===== config.mk =====
export PLATFORM = sky130hd
export DESIGN_NAME = la_mem_arbiter
export DESIGN_NICKNAME = d
export VERILOG_FILES = /design/src/la_pkg.sv /design/src/la_mem_arbiter.sv
export SDC_FILE = /design/constraint.sdc
export NUM_CORES = 1
export LEC_CHECK = 0
export BUFFER_PORTS_ARGS = -buffer_cell sky130_fd_sc_hd__buf_2
export CAP_MARGIN = 20
export CORE_AREA = 4 4 114 116
export CTS_BUF_LIST = sky130_fd_sc_hd__clkbuf_16
export DETAILED_ROUTE_END_ITERATION = 6
export DIE_AREA = 0 0 118 120
export GPL_ROUTABILITY_DRIVEN = 1
export SYNTH_ARGS = -nofsm -noshare
export SYNTH_HDL_FRONTEND = slang
export SYNTH_SLANG_ARGS = --single-unit
export TNS_END_PERCENT = 1

===== constraint.sdc =====
create_clock -name clk -period 2 [get_ports clk]
set_input_delay 0.2 -clock clk [delete_from_list [all_inputs] [get_ports clk]]
set_output_delay 0.2 -clock clk [all_outputs]
set_load 0.02 [all_outputs]

===== src/la_pkg.sv =====
package la_pkg;

    localparam logic [31:0] reset_pc = 32'h1c00_0000;

    typedef enum logic [3:0] {
        alu_add,
        alu_sub,
        alu_slt,
        alu_sltu,
        alu_and,
        alu_nor,
        alu_or,
        alu_xor,
        alu_sll,
        alu_srl,
        alu_sra,
        alu_lui
    } alu_op_e;

    typedef enum logic [2:0] {br_none, br_b, br_bl, br_beq, br_bne, br_jirl} branch_e;

    typedef struct packed {
        alu_op_e     alu_op;
        logic        src1_is_pc;
        logic        src2_is_imm;
        logic        src2_is_4;
        logic        src_reg_is_rd;   // beq, bne and st.w read rd as the second operand.
        logic        load;
        logic        store;
        logic        gr_we;
        branch_e     branch_kind;
        logic        dst_is_r1;
        logic [4:0]  rj;
        logic [4:0]  rk;
        logic [4:0]  rd;
        logic [31:0] imm;
        logic [31:0] br_offs;
    } decode_t;

    typedef struct packed {
        logic        valid;
        logic        we;
        logic [31:0] addr;            // byte address.
        logic [31:0] wdata;
    } mem_req_t;

    typedef struct packed {
        logic        gnt;
        logic        rvalid;
        logic [31:0] rdata;
    } mem_rsp_t;

    typedef struct packed {
        logic [31:0] pc;
        logic        rf_we;
        logic [4:0]  wnum;
        logic [31:0] wdata;
    } trace_t;

endpackage


===== src/la_mem_arbiter.sv =====
`timescale 1ns/1ps

module la_mem_arbiter (
    input  logic             clk,
    input  logic             reset,
    input  la_pkg::mem_req_t core_req,
    output la_pkg::mem_rsp_t core_rsp,
    input  la_pkg::mem_req_t host_req,
    output la_pkg::mem_rsp_t host_rsp,
    output logic             ram_we,
    output logic [31:0]      ram_addr,
    output logic [31:0]      ram_wdata,
    input  logic [31:0]      ram_rdata
);
    la_pkg::mem_req_t sel;
    logic             gnt_core;
    logic             gnt_host;
    logic             last_host;
    logic             rd_core;
    logic             rd_host;

    // on a tie the requester that did not win last time goes first.
    assign gnt_host = host_req.valid && (!core_req.valid || !last_host);
    assign gnt_core = core_req.valid && !gnt_host;

    assign sel = gnt_host ? host_req : core_req;
    assign ram_we = (gnt_core || gnt_host) && sel.we;
    assign ram_addr = sel.addr;
    assign ram_wdata = sel.wdata;

    always_ff @(posedge clk) begin
        if (reset) begin
            last_host <= 1'b0;
            rd_core <= 1'b0;
            rd_host <= 1'b0;
        end else begin
            if (gnt_core || gnt_host) last_host <= gnt_host;
            rd_core <= gnt_core && !core_req.we;   // the ram answers one cycle later.
            rd_host <= gnt_host && !host_req.we;
        end
    end

    assign core_rsp.gnt = gnt_core;
    assign core_rsp.rvalid = rd_core;
    assign core_rsp.rdata = rd_core ? ram_rdata : 32'd0;
    assign host_rsp.gnt = gnt_host;
    assign host_rsp.rvalid = rd_host;
    assign host_rsp.rdata = rd_host ? ram_rdata : 32'd0;

    // both requesters hold valid, so neither waits past a single lost round.
    core_wait: assert property (@(posedge clk) disable iff (reset)
        core_req.valid && !gnt_core |=> gnt_core);
    host_wait: assert property (@(posedge clk) disable iff (reset)
        host_req.valid && !gnt_host |=> gnt_host);

endmodule


==> results.sh <==
export IMPL_track_usage_pct=9.31
export IMPL_area_growth_pct=113
export IMPL_core_area_mm2=0.0119
export IMPL_cts_sinks=3
export IMPL_ant_nets=0
export IMPL_yosysWarnings=0
export IMPL_start_kind="register"
export IMPL_cpMaxStageDelayCell="mux2_2"
export IMPL_gr_total_overflow=0
export IMPL_std_cell_rows=40
export IMPL_routed_wl_um=7500
export IMPL_reg2reg_from="last_host"
export IMPL_ys_seq_area_share_pct=4.05
export IMPL_status="finished, final reports clean"
export IMPL_power_leakage_nw=1.94
export IMPL_power_frac_comb_pct=67.0
export IMPL_place_detailed_hpwl_um=6730
export IMPL_cts_max_level=1
export IMPL_grt_max_degree=46
export IMPL_synthTopCellsByCount="and2_1 (65), mux2_2 (37), mux2_4 (27), buf_4 (7), clkbuf_1 (6)"
export IMPL_finalHoldViolCount=0
export IMPL_crit_fanout=45
export IMPL_clk_pin_slew_ps=30
export IMPL_drive_gt1_share_pct=83.2
export IMPL_synth_cell_area_mm2=0.00148
export IMPL_hold_path_cell_count=2
export IMPL_die_h_um=120
export IMPL_die_area_mm2=0.0142
export IMPL_viasPerCell=3.70
export IMPL_dr_total_vias=2197
export IMPL_yosysUniqueCellTypes=15
export IMPL_setup_worst_path_class="register to output pin"
export IMPL_grt_pass1_vias=2180
export IMPL_start_util_pct=12.4
export IMPL_period_needed_ps=1790
export IMPL_dr_pass1_iters=3
export IMPL_rsz0062_at_grt="no"
export IMPL_synth_edf_count=0
export IMPL_worst_pin_slew_ps=294
export IMPL_synth_ff_type="dfxtp_1"
export IMPL_grt_pass1_wl_um=10800
export IMPL_syn_num_nets=323
export IMPL_cts_hold_buf=0
export IMPL_switching_share_pct=39.0
export IMPL_min_delay_worst_endpoint="rd_host"
export IMPL_power_frac_clock_pct=27.2
export IMPL_yosysTopAreaCell="mux2_2"
export IMPL_fp_dieW_um=118
export IMPL_wire_per_inst_um=12.6
export IMPL_seqPwrFrac_pct=5.8
export IMPL_io_pins=299
export IMPL_power_density_mw_per_mm2=361
export IMPL_cts_tree="built"
export IMPL_hold_class="input port to register"
export IMPL_remaining_drc_errors=0
export IMPL_totalNegativeSetupSlack_ps=0
export IMPL_ff2ff_setup_slack_ps=920
export IMPL_antenna_found_initial=0
export IMPL_ir_worst_vdd_mv=0.331
export IMPL_insertion_delay_ps=220
export IMPL_layout_nets=613
export IMPL_avgSynthCellArea_um2=9.44
export IMPL_cts_root_buffer_cell="clkbuf_16"
export IMPL_fin_crit_sh_pct=89.3
export IMPL_fillerInstances=1312
export IMPL_maxCapViolations=0
export IMPL_power_mw=1.14
export IMPL_min_from="host_req[64]"
export IMPL_worstReg2RegEnd="rd_host"
export IMPL_synth_cells=157
export IMPL_slew_headroom_pct=80.4
export IMPL_power_switching_mw=0.444
export IMPL_setup_viol=0
export IMPL_p_int_mw=0.694
export IMPL_place_gp_congestion=0.736
export IMPL_ys_seq_elements=3
export IMPL_clockBufferDepth=2
export IMPL_rr_worst_depth=3
export IMPL_fin_worst_skew_ps=1.46
export IMPL_yosysMostFrequentCell="and2_1"
export IMPL_cp_end_kind="output pin"
export IMPL_cp_cell_sequence="a21boi_4, buf_12, mux2_2, buf_2"
export IMPL_diodes=0
export IMPL_slew_viol_final=0
export IMPL_cts_setup_buffers=0
export IMPL_critical_path_max_stage_delay_ps=380
export IMPL_portBuffers=298
export IMPL_async_reset_ff_share_pct=0
export IMPL_netlist_top_cells_area="mux2_2 (28%), and2_1 (27%), mux2_4 (27%)"
export IMPL_fmax_ghz=0.560
export IMPL_critPathRequiredTime_ps=1800
export IMPL_synth_top_area_share_pct=28.1
export IMPL_ctsResizeCount=0
export IMPL_arrival_ps=1590
export IMPL_cts_made_buffers=3
export IMPL_drt_iter0_drc=21
-- worst max-delay path, delay by kind of cell, from the launching register on --
family          cells  cell delay, ps
compound gates      1             170
buf+inv             2             440
flops               1             340
mux                 1             380
-- flip-flops by register name, summed over array words and instances (netlist names) --
signal / flops
rd_host: 1
rd_core: 1
last_host: 1
-- cell usage in the layout, fill, tap and decap left out --
| cell type | n |
|---|---|
| buf_2 | 298 |
| and2_1 | 65 |
| mux2_2 | 37 |
| mux2_4 | 27 |
| clkbuf_16 | 3 |
| dfxtp_1 | 3 |
| buf_4 | 3 |
| nand2b_1 | 2 |
| a21boi_4 | 1 |
| a32o_1 | 1 |
| a21oi_1 | 1 |
| nor2_1 | 1 |
| and3_1 | 1 |
| nor3b_2 | 1 |
| inv_1 | 1 |
| buf_12 | 1 |
-- cell families after synthesis --
kind of cell,share of synthesized area [%]
muxes,55.5
AOI/OAI and AO/OA,1.77
buffers and inverters,8.87
and+or+nand+nor,29.8
DFF,4.05
-- through the flow --
step | std cells | worst slack [ps] | area [um^2] | hold slack [ps] | util [%]
3_5_place_dp | 589 | 425 | 3080 | 388 | 25.8
2_1_floorplan | 157 | 638 | 1480 | 269 | -
5_1_grt | 593 | 149 | 3150 | 172 | 26.5
6_report | 593 | 213 | 3150 | 159 | 26.5
3_3_place_gp | 589 | 435 | 3080 | 399 | 25.8
4_1_cts | 593 | 207 | 3150 | 155 | 26.5
-- layer usage --
metal | GRT usage [%] | up-vias | routed length, um
met4 | 2.93 | 0 | 102
met1 | 9.75 | 944 | 2660
li1 | - | 1107 | -
met2 | 17.2 | 138 | 3930
met3 | 3.49 | 8 | 812
met5 | 0 | - | 0
-- power groups by stage --
stage / clock network (mW) / registers [mW] / logic, mW
2_1_floorplan: 0 / 0.0665 / 0.459
5_1_grt: 0.328 / 0.0660 / 0.815
6_report: 0.310 / 0.0656 / 0.763
3_3_place_gp: 0 / 0.0662 / 0.764
4_1_cts: 0.319 / 0.0656 / 0.771
3_5_place_dp: 0 / 0.0662 / 0.768
-- cell type report --
type,instances,area (um^2),area share (%)
repair buffers,302,1530,48.6
multi-input cells,137,1300,41.1
well taps,147,184,5.83
clock buffers,3,75.1,2.38
flip-flops and latches,3,60.1,1.90
clock inverters,1,3.75,0.119
-- how the worst max path moves through the flow --
stage / startpoint / cells after the start / to / slack (ps)
6_report: last_host / 4 / ram_wdata[3] / 210
5_1_grt: last_host / 4 / ram_wdata[3] / 150
4_1_cts: last_host / 4 / ram_wdata[3] / 210
3_5_place_dp: core_req[65] / 5 / ram_wdata[3] / 420
3_3_place_gp: core_req[65] / 5 / ram_wdata[2] / 430
2_1_floorplan: last_host / 4 / ram_addr[10] / 640
(Power assumes the default switching activity.)
