**src/la_pkg.sv**
```systemverilog
package la_pkg;

    localparam logic [31:0] reset_pc = 32'h1c00_0000;

    typedef enum logic [3:0] {
        alu_add,
        alu_sub,
        alu_slt,
        alu_sltu,
        alu_and,
        alu_nor,
        alu_or,
        alu_xor,
        alu_sll,
        alu_srl,
        alu_sra,
        alu_lui
    } alu_op_e;

    typedef enum logic [2:0] {br_none, br_b, br_bl, br_beq, br_bne, br_jirl} branch_e;

    typedef struct packed {
        alu_op_e     alu_op;
        logic        src1_is_pc;
        logic        src2_is_imm;
        logic        src2_is_4;
        logic        src_reg_is_rd;   // beq, bne and st.w read rd as the second operand.
        logic        load;
        logic        store;
        logic        gr_we;
        branch_e     branch_kind;
        logic        dst_is_r1;
        logic [4:0]  rj;
        logic [4:0]  rk;
        logic [4:0]  rd;
        logic [31:0] imm;
        logic [31:0] br_offs;
    } decode_t;

    typedef struct packed {
        logic        valid;
        logic        we;
        logic [31:0] addr;            // byte address.
        logic [31:0] wdata;
    } mem_req_t;

    typedef struct packed {
        logic        gnt;
        logic        rvalid;
        logic [31:0] rdata;
    } mem_rsp_t;

    typedef struct packed {
        logic [31:0] pc;
        logic        rf_we;
        logic [4:0]  wnum;
        logic [31:0] wdata;
    } trace_t;

endpackage

```
**src/la_alu.sv**
```systemverilog
`timescale 1ns/1ps

module la_alu (
    input  la_pkg::alu_op_e op,
    input  logic [31:0]     src1,
    input  logic [31:0]     src2,
    output logic [31:0]     result
);
    logic [4:0] sa;

    assign sa = src2[4:0];

    always_comb begin
        case (op)
            la_pkg::alu_add:  result = src1 + src2;
            la_pkg::alu_sub:  result = src1 - src2;
            la_pkg::alu_slt:  result = {31'b0, $signed(src1) < $signed(src2)};
            la_pkg::alu_sltu: result = {31'b0, src1 < src2};
            la_pkg::alu_and:  result = src1 & src2;
            la_pkg::alu_nor:  result = ~(src1 | src2);
            la_pkg::alu_or:   result = src1 | src2;
            la_pkg::alu_xor:  result = src1 ^ src2;
            la_pkg::alu_sll:  result = src1 << sa;
            la_pkg::alu_srl:  result = src1 >> sa;
            la_pkg::alu_sra:  result = $unsigned($signed(src1) >>> sa);
            la_pkg::alu_lui:  result = src2;      // the decoder has already shifted the immediate.
            default:          result = '0;
        endcase
    end

endmodule

```
**src/la_core.sv**
```systemverilog
`timescale 1ns/1ps

module la_core (
    input  logic             clk,
    input  logic             reset,
    input  logic             run,
    output la_pkg::mem_req_t mem_req,
    input  la_pkg::mem_rsp_t mem_rsp,
    output la_pkg::trace_t   trace
);
    typedef enum logic [2:0] {st_if, st_id, st_exe, st_mem, st_wb} state_e;

    state_e          state;
    la_pkg::decode_t dec;
    logic [31:0]     pc, npc, inst, rj_value, rkd_value, result;
    logic            wait_rsp;
    logic            held;
    logic [4:0]      raddr2;
    logic [31:0]     rdata1, rdata2;
    logic [31:0]     alu_src1, alu_src2, alu_result;
    logic            br_taken;
    logic [31:0]     br_target, id_next_pc;
    logic            id_to_if;
    logic            rf_we;
    logic [4:0]      wnum;

    la_decoder decoder_i (
        .inst (inst),
        .dec  (dec)
    );

    assign raddr2 = dec.src_reg_is_rd ? dec.rd : dec.rk;

    la_regfile regfile_i (
        .clk    (clk),
        .raddr1 (dec.rj),
        .raddr2 (raddr2),
        .rdata1 (rdata1),
        .rdata2 (rdata2),
        .we     (rf_we),
        .waddr  (wnum),
        .wdata  (result)
    );

    // branches resolve in ID straight from the register file.
    always_comb begin
        case (dec.branch_kind)
            la_pkg::br_none: br_taken = 1'b0;
            la_pkg::br_beq:  br_taken = rdata1 == rdata2;
            la_pkg::br_bne:  br_taken = rdata1 != rdata2;
            default:         br_taken = 1'b1;
        endcase
    end

    assign br_target = ((dec.branch_kind == la_pkg::br_jirl) ? rdata1 : pc) + dec.br_offs;
    assign id_next_pc = br_taken ? br_target : pc + 32'd4;
    assign id_to_if = !dec.gr_we && !dec.store;   // b, beq, bne and unknown encodings.

    assign alu_src1 = dec.src1_is_pc ? pc : rj_value;
    assign alu_src2 = dec.src2_is_4 ? 32'd4 : (dec.src2_is_imm ? dec.imm : rkd_value);

    la_alu alu_i (
        .op     (dec.alu_op),
        .src1   (alu_src1),
        .src2   (alu_src2),
        .result (alu_result)
    );

    // a request left waiting for a grant is kept up even if run drops.
    assign mem_req.valid = !wait_rsp && ((state == st_if && (run || held)) || state == st_mem);
    assign mem_req.we = (state == st_mem) && dec.store;
    assign mem_req.addr = (state == st_mem) ? result : pc;
    assign mem_req.wdata = rkd_value;

    always_ff @(posedge clk) begin
        if (reset) begin
            state <= st_if;
            pc <= la_pkg::reset_pc;
            wait_rsp <= 1'b0;
            held <= 1'b0;
        end else begin
            wait_rsp <= mem_req.valid && mem_rsp.gnt && !mem_req.we;
            held <= mem_req.valid && !mem_rsp.gnt;
            case (state)
                st_if: if (mem_rsp.rvalid) state <= st_id;
                st_id: begin
                    if (id_to_if) begin
                        state <= st_if;
                        pc <= id_next_pc;
                    end else begin
                        state <= st_exe;
                    end
                end
                st_exe: state <= (dec.load || dec.store) ? st_mem : st_wb;
                st_mem: begin
                    if (dec.store && mem_rsp.gnt) begin
                        state <= st_if;
                        pc <= npc;
                    end else if (dec.load && mem_rsp.rvalid) begin
                        state <= st_wb;
                    end
                end
                st_wb: begin
                    state <= st_if;
                    pc <= npc;
                end
                default: state <= st_if;
            endcase
        end
    end

    always_ff @(posedge clk) begin
        if (state == st_if && mem_rsp.rvalid) inst <= mem_rsp.rdata;
        if (state == st_id) begin
            rj_value <= rdata1;
            rkd_value <= rdata2;
            npc <= id_next_pc;
        end
        if (state == st_exe) result <= alu_result;
        if (state == st_mem && mem_rsp.rvalid) result <= mem_rsp.rdata;  // load data.
    end

    assign rf_we = (state == st_wb) && dec.gr_we;
    assign wnum = dec.dst_is_r1 ? 5'd1 : dec.rd;

    assign trace.pc = pc;
    assign trace.rf_we = rf_we;
    assign trace.wnum = wnum;
    assign trace.wdata = result;

    req_stable: assert property (@(posedge clk) disable iff (reset)
        mem_req.valid && !mem_rsp.gnt |=> mem_req.valid && $stable(mem_req));

endmodule

```
**src/la_decoder.sv**
```systemverilog
`timescale 1ns/1ps

module la_decoder (
    input  logic [31:0]     inst,
    output la_pkg::decode_t dec
);
    logic [5:0]  op_31_26;
    logic [3:0]  op_25_22;
    logic [1:0]  op_21_20;
    logic [4:0]  op_19_15;
    logic        is_3r;
    logic        is_sh;
    logic        is_rr;
    logic        is_shift;
    logic        inst_add_w, inst_sub_w, inst_slt, inst_sltu, inst_nor;
    logic        inst_and, inst_or, inst_xor, inst_slli_w, inst_srli_w;
    logic        inst_srai_w, inst_addi_w, inst_ld_w, inst_st_w, inst_jirl;
    logic        inst_b, inst_bl, inst_beq, inst_bne, inst_lu12i_w;

    assign op_31_26 = inst[31:26];
    assign op_25_22 = inst[25:22];
    assign op_21_20 = inst[21:20];
    assign op_19_15 = inst[19:15];

    assign is_3r = (op_31_26 == 6'h00) && (op_25_22 == 4'h0) && (op_21_20 == 2'h1);
    assign is_sh = (op_31_26 == 6'h00) && (op_25_22 == 4'h1) && (op_21_20 == 2'h0);

    assign inst_add_w   = is_3r && (op_19_15 == 5'h00);
    assign inst_sub_w   = is_3r && (op_19_15 == 5'h02);
    assign inst_slt     = is_3r && (op_19_15 == 5'h04);
    assign inst_sltu    = is_3r && (op_19_15 == 5'h05);
    assign inst_nor     = is_3r && (op_19_15 == 5'h08);
    assign inst_and     = is_3r && (op_19_15 == 5'h09);
    assign inst_or      = is_3r && (op_19_15 == 5'h0a);
    assign inst_xor     = is_3r && (op_19_15 == 5'h0b);
    assign inst_slli_w  = is_sh && (op_19_15 == 5'h01);
    assign inst_srli_w  = is_sh && (op_19_15 == 5'h09);
    assign inst_srai_w  = is_sh && (op_19_15 == 5'h11);
    assign inst_addi_w  = (op_31_26 == 6'h00) && (op_25_22 == 4'ha);
    assign inst_ld_w    = (op_31_26 == 6'h0a) && (op_25_22 == 4'h2);
    assign inst_st_w    = (op_31_26 == 6'h0a) && (op_25_22 == 4'h6);
    assign inst_jirl    = op_31_26 == 6'h13;
    assign inst_b       = op_31_26 == 6'h14;
    assign inst_bl      = op_31_26 == 6'h15;
    assign inst_beq     = op_31_26 == 6'h16;
    assign inst_bne     = op_31_26 == 6'h17;
    assign inst_lu12i_w = (op_31_26 == 6'h05) && !inst[25];

    assign is_rr = inst_add_w | inst_sub_w | inst_slt | inst_sltu
                 | inst_nor | inst_and | inst_or | inst_xor;
    assign is_shift = inst_slli_w | inst_srli_w | inst_srai_w;

    always_comb begin
        dec = '0;                           // anything unmatched decodes as a no-op.
        dec.rd = inst[4:0];
        dec.rj = inst[9:5];
        dec.rk = inst[14:10];
        if (inst_sub_w) dec.alu_op = la_pkg::alu_sub;
        else if (inst_slt) dec.alu_op = la_pkg::alu_slt;
        else if (inst_sltu) dec.alu_op = la_pkg::alu_sltu;
        else if (inst_and) dec.alu_op = la_pkg::alu_and;
        else if (inst_nor) dec.alu_op = la_pkg::alu_nor;
        else if (inst_or) dec.alu_op = la_pkg::alu_or;
        else if (inst_xor) dec.alu_op = la_pkg::alu_xor;
        else if (inst_slli_w) dec.alu_op = la_pkg::alu_sll;
        else if (inst_srli_w) dec.alu_op = la_pkg::alu_srl;
        else if (inst_srai_w) dec.alu_op = la_pkg::alu_sra;
        else if (inst_lu12i_w) dec.alu_op = la_pkg::alu_lui;
        else dec.alu_op = la_pkg::alu_add;
        dec.src1_is_pc = inst_jirl | inst_bl;
        dec.src2_is_4 = inst_jirl | inst_bl;  // the link value is pc + 4.
        dec.src2_is_imm = is_shift | inst_addi_w | inst_ld_w | inst_st_w | inst_lu12i_w;
        dec.src_reg_is_rd = inst_beq | inst_bne | inst_st_w;
        dec.load = inst_ld_w;
        dec.store = inst_st_w;
        dec.gr_we = is_rr | is_shift | inst_addi_w | inst_ld_w
                  | inst_jirl | inst_bl | inst_lu12i_w;
        dec.dst_is_r1 = inst_bl;
        if (inst_b) dec.branch_kind = la_pkg::br_b;
        else if (inst_bl) dec.branch_kind = la_pkg::br_bl;
        else if (inst_beq) dec.branch_kind = la_pkg::br_beq;
        else if (inst_bne) dec.branch_kind = la_pkg::br_bne;
        else if (inst_jirl) dec.branch_kind = la_pkg::br_jirl;
        else dec.branch_kind = la_pkg::br_none;
        dec.imm = inst_lu12i_w ? {inst[24:5], 12'b0} : {{20{inst[21]}}, inst[21:10]};
        dec.br_offs = (inst_b | inst_bl) ? {{4{inst[9]}}, inst[9:0], inst[25:10], 2'b0}
                                         : {{14{inst[25]}}, inst[25:10], 2'b0};
    end

endmodule

```
**src/la_regfile.sv**
```systemverilog
`timescale 1ns/1ps

module la_regfile (
    input  logic        clk,
    input  logic [4:0]  raddr1,
    input  logic [4:0]  raddr2,
    output logic [31:0] rdata1,
    output logic [31:0] rdata2,
    input  logic        we,
    input  logic [4:0]  waddr,
    input  logic [31:0] wdata
);
    logic [31:0] rf [32];

    always_ff @(posedge clk) begin
        if (we && waddr != 5'd0) begin
            rf[waddr] <= wdata;
        end
    end

    assign rdata1 = (raddr1 == 5'd0) ? 32'd0 : rf[raddr1];
    assign rdata2 = (raddr2 == 5'd0) ? 32'd0 : rf[raddr2];

endmodule

```
**config.mk**
```make
export PLATFORM = sky130hd
export DESIGN_NAME = la_core
export DESIGN_NICKNAME = d
export VERILOG_FILES = /design/src/la_pkg.sv /design/src/la_alu.sv /design/src/la_core.sv /design/src/la_decoder.sv /design/src/la_regfile.sv
export SDC_FILE = /design/constraint.sdc
export NUM_CORES = 2
export LEC_CHECK = 0
export BUFFER_PORTS_ARGS = -buffer_cell sky130_fd_sc_hd__buf_2
export CAP_MARGIN = 20
export CORE_AREA = 8 8 369 371
export CTS_CLUSTER_DIAMETER = 40
export DETAILED_ROUTE_END_ITERATION = 7
export DIE_AREA = 0 0 377 379
export PLACE_DENSITY = 0.69
export SYNTH_ARGS = -nofsm -noshare
export SYNTH_HDL_FRONTEND = slang
export SYNTH_SLANG_ARGS = --single-unit
```
**constraint.sdc**
```tcl
create_clock -name clk -period 24.3 [get_ports clk]
set_input_delay 4.86 -clock clk [delete_from_list [all_inputs] [get_ports clk]]
set_output_delay 4.86 -clock clk [all_outputs]
set_load 0.005 [all_outputs]
```
==> results by group <==
STA
  • Final hold vios: 0
  • RSZ-0062 raised after global routing: no
  • Period utilisation layout: 42.8%
  • Slew HR: 11.1%
  • Setup_tns: 0 ps
  • Skew final: 41.0 ps
  • Setup violations, final: 0
  • Period minus WS final: 10390 ps
  • Slew @ Worst Pin: 1330 ps
  • Slew Limit Fails: 0
  • Peak Freq: 0.0962 GHz

Die
  • I/O pins: 173
  • Total die area: 0.143 mm²
  • Die height: 379 µm
  • Initial Utilization: 53.4%
  • DIE WIDTH: 377 µm
  • Core footprint: 0.130 mm²
  • Row count: 133

Global routing
  • Initial antenna violation count: 30
  • GRT Util Overall: 39.0%
  • Largest net degree at the start of global routing: 131
  • First-pass GRT wire length: 397000 µm
  • Grt ovf: 0
  • Vias in the first global route: 53800

Power
  • Max VDD drop: 0.0000655 V
  • Leak Pwr: 28.6 nW
  • Power Total: 5.95 mW
  • Pwr Density: 75.4 mW/mm²

Place
  • Dpl hpwl: 180000 µm
  • GPL Wtd Cong: 1.10
  • DP Cell Count: 7573
  • Port Buffers: 172

Worst setup path
  • CP endpoint kind: output pin
  • Critical path class: input port to output pin
  • Worst EP required: 19440 ps
  • Crit path max fanout: 3
  • Crit path launch type: input port
  • Flop2flop setup slack: 15310 ps
  • Worst Path Arrival: 5530 ps

Synthesis
  • Asr flop ratio synth: 0%
  • Cells after Synth: 5884
  • Primary FF master, synth: edfxtp_1
  • Warnings, synthesis: 0
  • Yosys cell types: 101
  • Mapped cell area: 0.0697 mm²
  • #FFs+latches synth: 1226
  • Synth Area per Inst: 11.8 µm²
  • Sequential fraction of the synthesis area: 52.2%
  • Post-synth EDFFs: 1184

Clock network
  • Num CTS Buffers: 170
  • Clock Pin Slew Worst Setup and Hold Paths: 50 ps
  • Post-CTS sizing: 0
  • Root buffer cell: clkbuf_16
  • CTS hold repair buffers: 0
  • H-tree depth: 4
  • Clock Latency Late Sink: 830 ps
  • Setup Fix Bufs, Post-CTS: 0
  • Deepest clock path buffer count: 3
  • CTS tree: built
  • Sink Count: 1226

Route
  • Number of vias in the routed layout: 56500
  • Pre-antenna DRT Iters: 8
  • Wire per inst: 36.1 µm
  • Vias per cell: 7.14
  • Drt initial violations: 8855
  • DRC: 0
  • Routed Antenna Nets: 0
  • Final WL: 286000 µm

Layout
  • Area of the multi-input gates: 0.0312 mm²
  • Most common cell after layout, fill and taps aside: edfxtp_1
  • Final net count: 6176
  • Most frequent cells in the layout: 1184 x edfxtp_1, 895 x nand2_1, 338 x mux2i_1, 322 x mux4_2, 290 x nor2_1
  • Register area: 0.0364 mm²
  • Fin cells: 7921
  • Fraction of layout cells with a size suffix above 1: 18.7%
  • Filler cell count: 10400
  • Area Growth Syn to Fin: 13.3%

Job
  • Total of max-cap violations: 0

Hold path
  • Worst Hold Class: flip-flop to flip-flop

Outcome
  • Status: complete, no violations
metrics by stage:
step / instance area (µm²) / worst slack, ps / utilization, % / hold WS, ps
floorplan: 69800 / 14220 / - / 517
global placement: 72800 / 13920 / 55.8 / 507
detailed placement: 72800 / 13910 / 55.8 / 533
CTS: 78800 / 13910 / 60.4 / 541
global route: 78900 / 13840 / 60.5 / 574
finish: 79000 / 13910 / 60.5 / 541
layer usage:
metal	vias to the layer above	routed length (µm)	track usage (%)
met3	1078	36600	10.9
met5	-	65	0
met2	4587	125000	58.8
met1	27800	97500	47.7
met4	10	26800	29.6
li1	23000	-	-
critical path, stage by stage:
cell      delay (ps)
buf_2             80
o21ai_0           70
a211oi_1         340
buf_2            190
power by group:
group | internal, mW | switching, mW
Clock | 1.59 | 1.01
Combinational | 0.342 | 0.633
Sequential | 2.32 | 0.0488
Total | 4.26 | 1.70
cells by family (layout without fill, tap and decap cells):
group | after synthesis | in the layout | synth area share, %
mux | 731 | 731 | 16.4
simple gates | 1862 | 1862 | 11.8
other cells | 1 | 51 | 0.00538
compound gates | 1209 | 1209 | 12.0
buf+inv | 625 | 857 | 3.87
flops | 1226 | 1226 | 52.2
xor+xnor | 91 | 91 | 1.14
fa+ha+maj | 139 | 139 | 2.53
synthesized netlist by cell type (26+ instances only):
cell type	count	share of area [%]
edfxtp_1	1184	51
nand2_1	898	4.8
mux2i_1	342	4.9
nor2_1	326	1.8
mux4_2	322	10
a21oi_1	294	2.1
clkbuf_1	237	1.3
nand3_1	230	1.7
o21ai_0	168	1.2
nor3_1	166	1.2
inv_1	155	0.83
ha_1	136	2.4
buf_2	108	0.78
a31oi_1	90	0.81
o211ai_1	79	0.85
buf_1	76	0.41
a211oi_1	70	0.75
mux2_2	59	0.95
o2111ai_1	54	0.68
xnor2_1	51	0.64
and3_1	50	0.45
dfxtp_1	42	1.2
xor2_1	40	0.50
or3_1	37	0.33
a21o_1	36	0.39
o22ai_1	36	0.32
buf_4	33	0.36
a311oi_1	31	0.39
o21bai_1	30	0.32
o2111a_1	28	0.45
o31a_1	26	0.33
flip-flops by register name (all words and copies together), names as in the netlist, named ones only:
signal        cells
regfile_i.rf   1024
inst             32
npc              32
pc               32
result           32
rj_value         32
rkd_value        32
state             3
held              1
wait_rsp          1
layout make-up:
cell class              count  share of cell area [%]
flip-flops and latches   1226                    46.1
multi-input cells        4064                    39.5
clock buffers             191                    5.56
repair buffers            380                    3.27
well taps                1755                    2.78
clock inverters           128                    1.99
inverters                 158                   0.751
diodes                     19                  0.0602
path summary, 6_finish.rpt:
path,to,cells past startpoint,from
hold reg to reg,held,2,wait_rsp
hold / removal,held,2,wait_rsp
setup / recovery,mem_req[65],4,run
setup reg to reg,pc[27],18,inst[28]
Power figures use the tool's default switching activity.
