### src/la_pkg.sv
package la_pkg;

    localparam logic [31:0] reset_pc = 32'h1c00_0000;

    typedef enum logic [3:0] {
        alu_add,
        alu_sub,
        alu_slt,
        alu_sltu,
        alu_and,
        alu_nor,
        alu_or,
        alu_xor,
        alu_sll,
        alu_srl,
        alu_sra,
        alu_lui
    } alu_op_e;

    typedef enum logic [2:0] {br_none, br_b, br_bl, br_beq, br_bne, br_jirl} branch_e;

    typedef struct packed {
        alu_op_e     alu_op;
        logic        src1_is_pc;
        logic        src2_is_imm;
        logic        src2_is_4;
        logic        src_reg_is_rd;   // beq, bne and st.w read rd as the second operand.
        logic        load;
        logic        store;
        logic        gr_we;
        branch_e     branch_kind;
        logic        dst_is_r1;
        logic [4:0]  rj;
        logic [4:0]  rk;
        logic [4:0]  rd;
        logic [31:0] imm;
        logic [31:0] br_offs;
    } decode_t;

    typedef struct packed {
        logic        valid;
        logic        we;
        logic [31:0] addr;            // byte address.
        logic [31:0] wdata;
    } mem_req_t;

    typedef struct packed {
        logic        gnt;
        logic        rvalid;
        logic [31:0] rdata;
    } mem_rsp_t;

    typedef struct packed {
        logic [31:0] pc;
        logic        rf_we;
        logic [4:0]  wnum;
        logic [31:0] wdata;
    } trace_t;

endpackage

### src/la_apb_bridge.sv
`timescale 1ns/1ps

module la_apb_bridge #(
    parameter int          mem_words = 1024,
    parameter logic [31:0] ctrl_addr = 32'hffff_fff0
) (
    input  logic             clk,
    input  logic             reset,
    input  logic             psel,
    input  logic             penable,
    input  logic             pwrite,
    input  logic [31:0]      paddr,
    input  logic [31:0]      pwdata,
    output logic [31:0]      prdata,
    output logic             pready,
    output la_pkg::mem_req_t req,
    input  la_pkg::mem_rsp_t rsp,
    output logic             run
);
    localparam int aw = $clog2(mem_words);

    logic access;
    logic is_ctrl;
    logic issued;     // the memory request of this access has been granted.
    logic wr_done;

    assign access = psel && penable;
    assign is_ctrl = paddr == ctrl_addr;

    assign req.valid = access && !is_ctrl && !issued;
    assign req.we = pwrite;
    assign req.addr = {{(30 - aw){1'b0}}, paddr[2 +: aw], 2'b00};  // wraps inside the memory.
    assign req.wdata = pwdata;

    always_ff @(posedge clk) begin
        if (reset) begin
            issued <= 1'b0;
            wr_done <= 1'b0;
            run <= 1'b0;
        end else begin
            issued <= (req.valid && rsp.gnt) || (issued && !pready);
            wr_done <= req.valid && rsp.gnt && req.we;
            if (access && is_ctrl && pwrite) run <= pwdata[0];
        end
    end

    // the control register answers at once, memory once its access is done.
    assign pready = access && (is_ctrl || (pwrite ? wr_done : rsp.rvalid));
    assign prdata = is_ctrl ? {31'b0, run} : rsp.rdata;

    setup_first: assert property (@(posedge clk) disable iff (reset)
        $rose(penable) |-> $past(psel && !penable));

endmodule

### config.mk
export PLATFORM = sky130hd
export DESIGN_NAME = la_apb_bridge
export DESIGN_NICKNAME = d
export VERILOG_FILES = /design/src/la_pkg.sv /design/src/la_apb_bridge.sv
export SDC_FILE = /design/constraint.sdc
export NUM_CORES = 1
export LEC_CHECK = 0
export ABC_AREA = 1
export BUFFER_PORTS_ARGS = -buffer_cell sky130_fd_sc_hd__buf_4
export CAP_MARGIN = 20
export CORE_MARGIN = 10
export CORE_UTILIZATION = 26
export CTS_CLUSTER_SIZE = 16
export DETAILED_ROUTE_END_ITERATION = 6
export GPL_ROUTABILITY_DRIVEN = 0
export PLACE_DENSITY = 0.9
export SYNTH_ARGS = -nofsm -noshare
export SYNTH_HDL_FRONTEND = slang
export SYNTH_SLANG_ARGS = --single-unit
### constraint.sdc
create_clock -name clk -period 1.04 [get_ports clk]
set_input_delay 0.052 -clock clk [delete_from_list [all_inputs] [get_ports clk]]
set_output_delay 0.052 -clock clk [all_outputs]
set_load 0.02 [all_outputs]
==> results.md, run 1 <==
- After detailed routing, the average wire length per cell comes to 13.0 microns.
- The final HPWL from detailed placement is 3.54 mm.
- The first global-routing pass estimated 6.01 mm of wire.
- The CTS tree is built.
- The clock root buffer is clkbuf_8.
- The final design utilization is 43.5%.
- The cell area that synthesis handed to floorplanning was 1070 sq um.
- The final count of hold timing violations is 0.
- The clock arrives with 0.00000759 ns of skew.
- The post-synthesis cell type with the largest combined area is buf_4.
- The full die area is 7070 sq um.
- The post-route netlist has 54.2% of its cells at a drive strength greater than 1.
- The overall die width is 84.1 microns.
- The critical path goes through buf_6 > inv_2 > nand2_1 > nor2_1 > nand2_1 > nor2_4 > nand2_4 > buf_6 > nand2_2 > nand2_2 > inv_2 > buf_6.
- The slowest stage of the critical path belongs to the cell buf_6.
- The arrival time at the worst endpoint is 1.06 ns.
- The detailed router placed 1179 vias in this run.
- The number of top-level pins is 203.
- Across the run, the number of max-cap violations was 0.
- The count of warnings emitted by yosys is 0.
- IR analysis of the VDD net gives a maximum drop of 0.693 mV.
- Summed over its instances, the top area cell type makes up 45.7% of the synthesized netlist area.
- The post-placement cell count is 315.
- The share of the Yosys chip area taken by registers is 5.63%.
- The number of global-route vias before repair is 1263.
- The global routing usage on met2 is 18.5%.
- The final clock period utilization by the worst path is 107%.
- The part of the power in combinational logic is 59.5%.
- The net count of the finished layout is 375.
- The number of nets with antenna violations after detailed routing is 0.
- The critical path class is in2out.
- The number of search-and-repair iterations in the first detailed-routing pass is 4.
- The remaining routing DRC violations is 0.
- STA puts the critical path data required time at 0.99 ns.
- The largest net degree at the start of global routing is 36.
- For this block, the initial DRC count from the detailed router was 23.
- In this run the deepest clock path goes through 2 buffers.
- Cell internal power was estimated by the tool at 0.722 mW.
- The dominant delay contributor by cell family on the critical path is simple AND/OR/NAND/NOR gates.
- The net switching power figure is 0.423 mW.
- The run finished, with violations left.
- The checks that failed: setup timing.
- The met3 usage in global routing is 5.27%.
- Power spread over the standard cell area amounts to 658 nW/um^2.
- Along the worst path, the maximum fanout reaches 3.
- The worst-skew pair later-pin latency is 0.22 ns.
- After layout, the minimum clock period comes to 1.11 ns.
- Dividing the detail-routed via count by the number of cells gives 3.67.
- The repair_antennas step left the layout with diodes totalling 0.
- The post-synthesis instance total is 191.
- The CTS H-tree depth is 1.
- The highest clock frequency the design can meet is 897 MHz.
- Sorting the synthesized cells by area gives the leading types as buf_4 (46%), nor2_1 (14%), inv_1 (13%).
- Net switching is 36.9% of the power.
- The leakage power total is 1.09 nW.
- The global-route usage over all layers is 9.96%.
- The initial antenna violation count was 0.
- Setup violations remaining at the end of the flow were counted as 17.
- The element type at the critical path end is a primary output.
- The remaining global-route overflow is 0.
- CTS saw 3 sinks.
- Clock-pin slew was measured on the worst setup and hold paths at 0.03 ns.
- The quantity of hold-fixing buffers added after cts is 0.
- Row generation in the floorplan step produced 23 rows.
- The core region is 4000 sq um.
- The tightest min-delay check is of the in2reg type.
- On the worst path, the slowest cell contributes a delay of 0.15 ns.
- The post-synthesis average cell area is 5.59 sq um.
- The cell occurring most often along the worst timing path is buf_6.
- The clock network burns 29.9% of the power.
- The sum of buffers and inverters on the critical path is 5.
- The initial utilization of the core area, before any placement, comes to 26.7%.
- The global routing stage identified its most utilized layer as met2.
- The count of input and output buffers is 118.
- The number of flip-flops and latches in the synthesized netlist is 3.
- From bottom edge to top edge, the die measures 84.1 microns.
- The final number of max-transition violations is 0.
- The smallest setup slack after layout is -0.0745 ns.
- The share of total power dissipated in sequential elements is 10.6%.
- The sum of routed wire length over all layers is 4.18 mm.
- In the global route stage, met1 resource usage came out at 9.06%.
- STA classifies the critical path startpoint as an input pin.
- The number of different library cells in the post-synthesis netlist is 16.
- Relative to the synthesized area, the layout overhead comes to 63.1%.
- The final standard cell count with taps included and fillers excluded is 321.
- The total clock buffers created by CTS is 3.
- Setup repair after global routing could not meet its margin everywhere.
sequential cells by signal, indices dropped and copies added, names as in the netlist:
signal	cells
wr_done	1
run	1
issued	1
final timing paths:
path,start,endpoint,slack [ns],cells after the start
min,reset,run,0.01,2
min reg2reg,run,run,0.49,2
max reg2reg,wr_done,issued,0.10,6
max,paddr[2],pready,-0.07,12
synth_stat cells:
master	count
nand2_1	29
conb_1	1
buf_6	3
nor2_1	41
dfxtp_1	3
nand3_2	1
nand3_1	1
buf_4	65
inv_1	38
a21oi_1	1
nor2_2	2
clkinv_4	1
mux2i_1	1
nor3_1	2
a21oi_2	1
nand2_2	1
layout make-up:
class | instances | area (sq um)
fill | 412 | 2260
timing repair inverter | 1 | 8.76
sequential | 3 | 60.1
tap | 50 | 62.6
timing repair buffer | 122 | 953
multi-input combinational | 102 | 452
inverter | 39 | 159
clock buffer | 4 | 45.0
repair_timing:
action / in CTS / in global routing
gates cloned: 0 / 1
hold endpoints to repair: 0 / 0
setup endpoints to repair: 34 / 35
gates resized for setup: 10 / 18
pin swaps: 0 / 6
buffers inserted: 1 / 0
layout by cell type, fill, tap and decap left out:
cell	Yosys	final
nand3_2	1	1
nor2_2	2	5
mux2i_1	1	1
inv_6	0	1
clkinv_8	0	1
clkbuf_8	0	3
nand2_2	1	4
buf_6	3	10
nand2_1	29	25
inv_2	0	5
nand2_4	0	1
clkbuf_1	0	1
a21oi_2	1	2
nor2_4	0	1
conb_1	1	22
nor2_1	41	37
inv_1	38	33
buf_4	65	112
dfxtp_1	3	3
nor3_2	0	1
nand3_1	1	1
nor3_1	2	1
per-layer routing:
metal	vias up	share of wire, %
li1	612	-
met1	475	33
met2	81	54
met3	11	12
met4	0	1.1
met5	-	0
metrics by stage:
step	hold WS, ns	power [mW]	setup WS (ns)	cell area, sq um	TNS [ns]
after global routing	0.0128	1.22	-0.159	1740	-3.52
final	0.0144	1.14	-0.0745	1740	-0.581
after global placement	0.104	0.769	-0.0939	1600	-1.87
after detailed placement	0.104	0.778	-0.0988	1600	-2.01
after floorplan	0.114	0.673	0.0803	1150	0
after CTS	0.00581	1.13	-0.0320	1680	-0.0584
power groups by stage:
stage | registers, mW | clock network (mW) | logic, mW
4_1_cts | 0.121 | 0.345 | 0.668
3_5_place_dp | 0.122 | 0 | 0.656
3_3_place_gp | 0.122 | 0 | 0.647
2_1_floorplan | 0.121 | 0 | 0.552
5_1_grt | 0.122 | 0.361 | 0.736
6_report | 0.121 | 0.342 | 0.682
kinds of logic (layout without fill, tap and decap cells):
family	Yosys count	in the layout	synth area share, %
buffers and inverters	107	166	63.1
AND/OR/NAND/NOR	77	77	28.7
flip-flops	3	3	5.63
AO/OA/AOI/OAI	2	2	1.29
other	1	22	0.351
multiplexers	1	1	0.938
Note: power is estimated with default switching activity, not from simulation.
==> inputs of run 2 (changes only) <==
--- a/config.mk
+++ b/config.mk
@@ -13,7 +13,8 @@
 export CTS_CLUSTER_SIZE = 16
 export DETAILED_ROUTE_END_ITERATION = 6
 export GPL_ROUTABILITY_DRIVEN = 0
-export PLACE_DENSITY = 0.9
+export PLACE_DENSITY_LB_ADDON = 0.05
+export SETUP_SLACK_MARGIN = 0.2
 export SYNTH_ARGS = -nofsm -noshare
 export SYNTH_HDL_FRONTEND = slang
 export SYNTH_SLANG_ARGS = --single-unit
==> results.md, run 2 (synthesis results as in run 1) <==
- The flow ran to the end, but the final reports show violations.
- The final reports fail on setup timing.
- The synthesis-to-layout area growth is 91.8%.
- STA classifies the critical path endpoint as a primary output.
- The setup TNS is -0.310 ns (+0.271 ns).
- The wire length of the first global-routing pass was 7.00 mm (+17%).
- The number of cells traversed by the worst hold path is 2 (unchanged).
- The CTS tree is built.
- The critical path class is in2out.
- The number of cell instances on the worst register-to-register path is 6 (unchanged).
- The remaining global-route overflow is 0 (unchanged).
- The tightest min-delay check is of the in2reg type.
- The leakage power total is 1.18 nW (+8.8%).
- The post-placement cell count is 317 (+0.63%).
- The smallest setup slack after layout is -0.0269 ns (+0.0476 ns).
- The critical path startpoint category is an input pin.
- The number of inserted diodes was 0 (unchanged).
- Setup repair after global routing could not meet its margin everywhere.
- The number of nets with antenna violations after detailed routing is 0 (unchanged).
- The tree is rooted in a clkbuf_8.
- The total area of multi-input combinational cells came to 584 sq um (+29%).
- The effective utilization at floorplan was 26.7% (unchanged).
- The worst-skew pair later-pin latency is 0.22 ns (about the same).
- The number of rows created at floorplan is 23 (unchanged).
- The count of max-cap constraint violations came to 0 (unchanged).
- The number of nets in the final layout is 380 (+1.3%).
- Leaving out fill and tap cells, the most frequent cell in the layout is buf_4.
- The number of setup violations in the final report is 16 (-1).
- The count of input and output buffers is 118 (unchanged).
- The number of search-and-repair iterations in the first detailed-routing pass is 3 (-1).
- The average via count per standard cell is 3.83 (+4.4%).
- The largest net degree at the start of global routing is 21 (-42%).
- In this run the critical register-to-register path is launched from wr_done.
- The worst-case vdd ir drop is 0.483 mV (-30%).
- The final standard cell count with taps included and fillers excluded is 326 (+1.6%).
- In the layout the commonest cells are buf_4 (93), inv_1 (33), buf_6 (30).
- The part of the power in combinational logic was 61.9% (+2.4 points).
- The CTS sink count is 3 (unchanged).
- The start point of the critical path is paddr[5].
- The remaining routing DRC violations is 0 (unchanged).
- The pre-CTS setup slack came to -0.0437 ns (+0.0551 ns).
- The final HPWL from detailed placement is 4.08 mm (+15%).
- The overall die width is 84.1 microns (unchanged).
- The post-layout total power was 1.21 mW (+5.3%).
- The global-route usage over all layers is 11.8% (+1.8 points).
- The via count of the routed design is 1250 (+6.0%).
- The total clock buffers created by CTS is 3 (unchanged).
- The minimum clock period is 1.07 ns (-0.0476 ns).
- The largest registers in the layout are issued x1, run x1, wr_done x1.
- The sequential share of power was 10.1% (-0.5 points).
- The final setup skew was 0.0000340 ns (+0.0000265 ns).
- The total power divided by cell area was 589 nW/um^2 (-10%).
- The final design utilization is 51.2% (+7.7 points).
- The average detailed-routed wire length per instance is 14.2 microns (+9.4%).
- The source of the worst hold timing path is reset.
- The layout cell share with drive strength beyond 1 is 66.3% (+12 points).
- The final count of hold timing violations is 0 (unchanged).
- The clock share of power came to 28.0% (-1.9 points).
- The number of global-route vias before repair is 1336 (+5.8%).
- The net switching power figure came to 0.446 mW (+5.5%).
- The highest clock frequency the design can meet was 937 MHz (+4.5%).
- The arrival time at the worst endpoint is 1.01 ns (-0.05 ns).
- The sequential standard cell area was 62.6 sq um (+4.2%).
- The initial antenna violation count is 0 (unchanged).
- The clock-pin slew on the worst setup and hold paths is 0.03 ns (about the same).
- The fraction of power spent switching nets is 37.0% (+0.070 points).
- The total core area came to 4000 sq um (unchanged).
- The number of top-level pins is 203 (unchanged).
- The sum of routed wire length over all layers is 4.65 mm (+11%).
- The internal power summed over all cells is 0.759 mW (+5.2%).
- The CTS H-tree depth is 1 (unchanged).
- The buffer levels on the longest clock path is 2 (unchanged).
- The number of filler cells placed in the layout is 425 (+3.2%).
- The required time at the endpoint of the critical path is 0.99 ns (about the same).
- The final number of max-transition violations is 0 (unchanged).
- The full die area came to 7070 sq um (unchanged).
- The iteration-0 DRC count of the detailed router is 14 (-39%).
- The maximum fanout along the worst path was 10 (+7).
- The y dimension of the die came to 84.1 microns (unchanged).
- The final clock period utilization by the worst path is 103% (-4.6 points).
[run 2: cell types whose count changed in the layout (fill, tap and decap cells not counted), sizes merged]
cell    change
inv         -1
buf         +4
clkbuf      +2
[run 2: power by group through the flow]
stage | registers [mW] | clock network (mW) | logic (mW)
after global placement | 0.122 | 0 | 0.653
after global routing | 0.123 | 0.355 | 0.804
after detailed placement | 0.122 | 0 | 0.655
final | 0.122 | 0.337 | 0.747
after CTS | 0.121 | 0.344 | 0.686
after floorplan | 0.122 | 0 | 0.553
[run 2: routing by layer]
metal | global-route usage [%] | wire, microns
met2 | 20.9 | 2420
met3 | 7.52 | 651
met1 | 10.6 | 1490
met5 | 0 | 0
met4 | 4.11 | 83
[run 2: critical path: stages]
cell and delay, ns:
buf_4 0.11, nand2_2 0.05, nor2_1 0.04, nand2_1 0.07, nor2_2 0.04, nand2_2 0.10
clkinv_4 0.12, clkbuf_16 0.18, nor2_1 0.10, buf_4 0.15
[run 2: through the flow]
step | hold slack (ns) | instance area, sq um
after floorplan | 0.114 | 1150
after global placement | 0.104 | 1640
after detailed placement | 0.104 | 1640
after CTS | 0.0146 | 1790
after global routing | 0.0150 | 2050
final | 0.0126 | 2050
[run 2: worst paths after layout]
check | to | slack (ns)
max | prdata[3] | -0.03
min | run | 0.01
max reg2reg | issued | 0.15
min reg2reg | issued | 0.47
[run 2: repair_timing]
action | in CTS | in global routing
setup endpoints to repair | 35 | 38
buffers inserted | 2 | 1
gates resized for setup | 31 | 60
pin swaps | 4 | 14
cloned | 0 | 2
hold buffers | 0 | 0
[run 2: area by class of cell]
type,instances,share of cell area (%)
multi-input combinational,102,28.5
sequential,3,3.06
clock buffer,4,2.20
tap,50,3.06
timing repair buffer,128,55.7
inverter,39,7.40
==> inputs of run 3 (changes only) <==
--- a/config.mk
+++ b/config.mk
@@ -13,6 +13,7 @@
 export CTS_CLUSTER_SIZE = 16
 export DETAILED_ROUTE_END_ITERATION = 6
 export GPL_ROUTABILITY_DRIVEN = 0
+export GPL_TIMING_DRIVEN = 0
 export PLACE_DENSITY_LB_ADDON = 0.05
 export SETUP_SLACK_MARGIN = 0.2
 export SYNTH_ARGS = -nofsm -noshare
==> results.md, run 3 (synthesis results as in run 1) <==
- The total clock buffers created by CTS is 3 (unchanged).
- The final clock period utilization by the worst path is 103% (+0.11 points).
- The quantity of hold-fixing buffers added after cts is 0 (unchanged).
- The synthesis-to-layout area growth is 151%.
- The clock root buffer is clkbuf_8.
- The register-to-register setup slack is 0.22 ns (+0.07 ns).
- The critical path goes through buf_4 > nand2_1 > nor2_1 > nand2_1 > nor2_2 > nand2_2 > clkinv_2 > buf_4 > nor3_2 > buf_4.
- The final HPWL from detailed placement is 5.41 mm (+33%).
- The via count of the routed design is 1604 (+28%).
- Leaving out fill and tap cells, the most frequent cell in the layout is buf_4.
- The worst hold slack after final layout is 0.0133 ns (+0.000711 ns).
- The number of cell instances on the worst register-to-register path came to 5 (-1).
- The sum of routed wire length over all layers is 6.25 mm (+34%).
- The number of search-and-repair iterations in the first detailed-routing pass is 4 (+1).
- The number of nets in the final layout is 477 (+26%).
- The number of rows created at floorplan came to 23 (unchanged).
- The element type at the critical path end is a primary output.
- Setup repair after global routing could not meet its margin everywhere.
- The final count of hold timing violations is 0 (unchanged).
- The final number of max-transition violations is 0 (unchanged).
- The remaining global-route overflow was 0 (unchanged).
- The number of setup violations in the final report is 28 (+12).
- The final design utilization was 67.0% (+16 points).
- The final reports fail on setup timing.
- The tightest min-delay check is of the in2reg type.
- The final setup skew is 0.00483 ns (+0.00480 ns).
- The minimum clock period came to 1.07 ns (+0.00113 ns).
- The critical path class is in2out.
- The effective utilization at floorplan is 26.7% (unchanged).
- The CTS H-tree depth is 1 (unchanged).
- The count of input and output buffers was 149 (+26%).
- The largest registers in the layout are issued x1, run x1, wr_done x1.
- The full die area was 7070 sq um (unchanged).
- The total power divided by cell area was 596 nW/um^2 (+1.2%).
- The highest cell delay on the worst timing path came to 0.17 ns (about the same).
- In the layout the commonest cells are buf_4 (182), buf_6 (42), inv_1 (34).
- The remaining routing DRC violations is 0 (unchanged).
- The global-route usage over all layers is 14.7% (+2.9 points).
- The total core area was 4000 sq um (unchanged).
- The CTS sink count is 3 (unchanged).
- The run finished, with violations left.
- The iteration-0 DRC count of the detailed router is 22 (+8).
- The number of nets with antenna violations after detailed routing is 0 (unchanged).
- The required time at the endpoint of the critical path is 0.99 ns (about the same).
- The cell area reported after detailed placement is 2330 sq um (+42%).
- The pre-CTS setup slack is -0.0636 ns (-0.0199 ns).
- The number of cells traversed by the worst hold path came to 2 (unchanged).
- The clock-pin slew on the worst setup and hold paths is 0.03 ns (about the same).
- For this design, the slowest cell found on the critical path is buf_4.
- The count of max-cap constraint violations was 0 (unchanged).
- The total non-filler cell area in the finished layout was 2680 sq um (+31%).
- The arrival time at the worst endpoint was 1.02 ns (about the same).
- The worst-skew pair later-pin latency is 0.22 ns (about the same).
- The worst hold path begins at reset.
- The worst-case vdd ir drop came to 0.521 mV (+7.9%).
- The number of inserted diodes is 0 (unchanged).
- The endpoint of the worst hold path is run.
- The wire length of the first global-routing pass is 8.58 mm (+22%).
- The number of top-level pins is 203 (unchanged).
- The largest net degree at the start of global routing is 11 (-48%).
- The buffer levels on the longest clock path was 2 (unchanged).
- The CTS tree is built.
- The average via count per standard cell came to 3.79 (-1.1%).
- The highest clock frequency the design can meet is 936 MHz (-0.11%).
- The cell occurring most often along the worst timing path is buf_4.
- The number of global-route vias before repair is 1612 (+21%).
- The reg-to-reg critical path startpoint is wr_done.
- The average detailed-routed wire length per instance is 14.8 microns (+3.6%).
- The y dimension of the die came to 84.1 microns (unchanged).
- The smallest setup slack after layout is -0.0281 ns (-0.00113 ns).
- In this run the critical register-to-register path is captured at issued.
- The layout cell share with drive strength beyond 1 is 72.4% (+6.1 points).
- The setup TNS is -0.265 ns (+0.0449 ns).
- The overall die width is 84.1 microns (unchanged).
- The critical path startpoint category is an input pin.
- The initial antenna violation count was 0 (unchanged).
- The leakage power total is 1.63 nW (+38%).
- The maximum fanout along the worst path is 4 (-6).
-- run 3: metal layers --
layer	GRT usage (%)	share of wire [%]	up-vias
met5	0	0	-
li1	-	-	817
met4	1.52	0.64	0
met2	28.6	54	116
met3	8.89	14	4
met1	12.7	32	667
-- run 3: worst max path at each step --
stage	startpoint	endpoint	slack (ns)	cells after the start
6_report	paddr[19]	req[65]	-0.03	10
3_5_place_dp	paddr[2]	prdata[1]	-0.06	11
5_1_grt	paddr[0]	prdata[20]	-0.15	11
2_1_floorplan	paddr[0]	prdata[10]	0.12	9
3_3_place_gp	paddr[2]	prdata[19]	-0.05	11
4_1_cts	paddr[2]	prdata[10]	-0.01	11
-- run 3: timing repair --
action	in CTS	in global routing
gates cloned	2	2
setup buffers	4	0
pin swaps	5	6
gates resized for setup	34	47
endpoints found under the setup margin	34	37
-- run 3: area by class of cell --
| class | count | area, sq um |
|---|---|---|
| plain buffers | 68 | 522 |
| flip-flops and latches | 3 | 60.1 |
| repair buffers | 156 | 1320 |
| multi-input cells | 102 | 515 |
| fillers | 350 | 1320 |
| repair inverters | 1 | 5.00 |
| inverters | 39 | 151 |
| well taps | 50 | 62.6 |
| clock buffers | 4 | 45.0 |
-- run 3: worst max-delay path: cells and delay by family --
family	cells	cell delay, ns
buf+inv	4	0.53
simple gates	6	0.43
-- run 3: power breakdown --
group	total, mW	leakage (nW)	internal (mW)	switching (mW)
Sequential	0.121	0.0243	0.119	0.00202
Combinational	1.12	1.58	0.616	0.508
Clock	0.353	0.0228	0.263	0.0906
-- run 3: through the flow --
step	total power [mW]	instances
3_3_place_gp	1.14	411
2_1_floorplan	0.674	212
5_1_grt	1.69	423
6_report	1.60	423
4_1_cts	1.55	421
3_5_place_dp	1.15	411
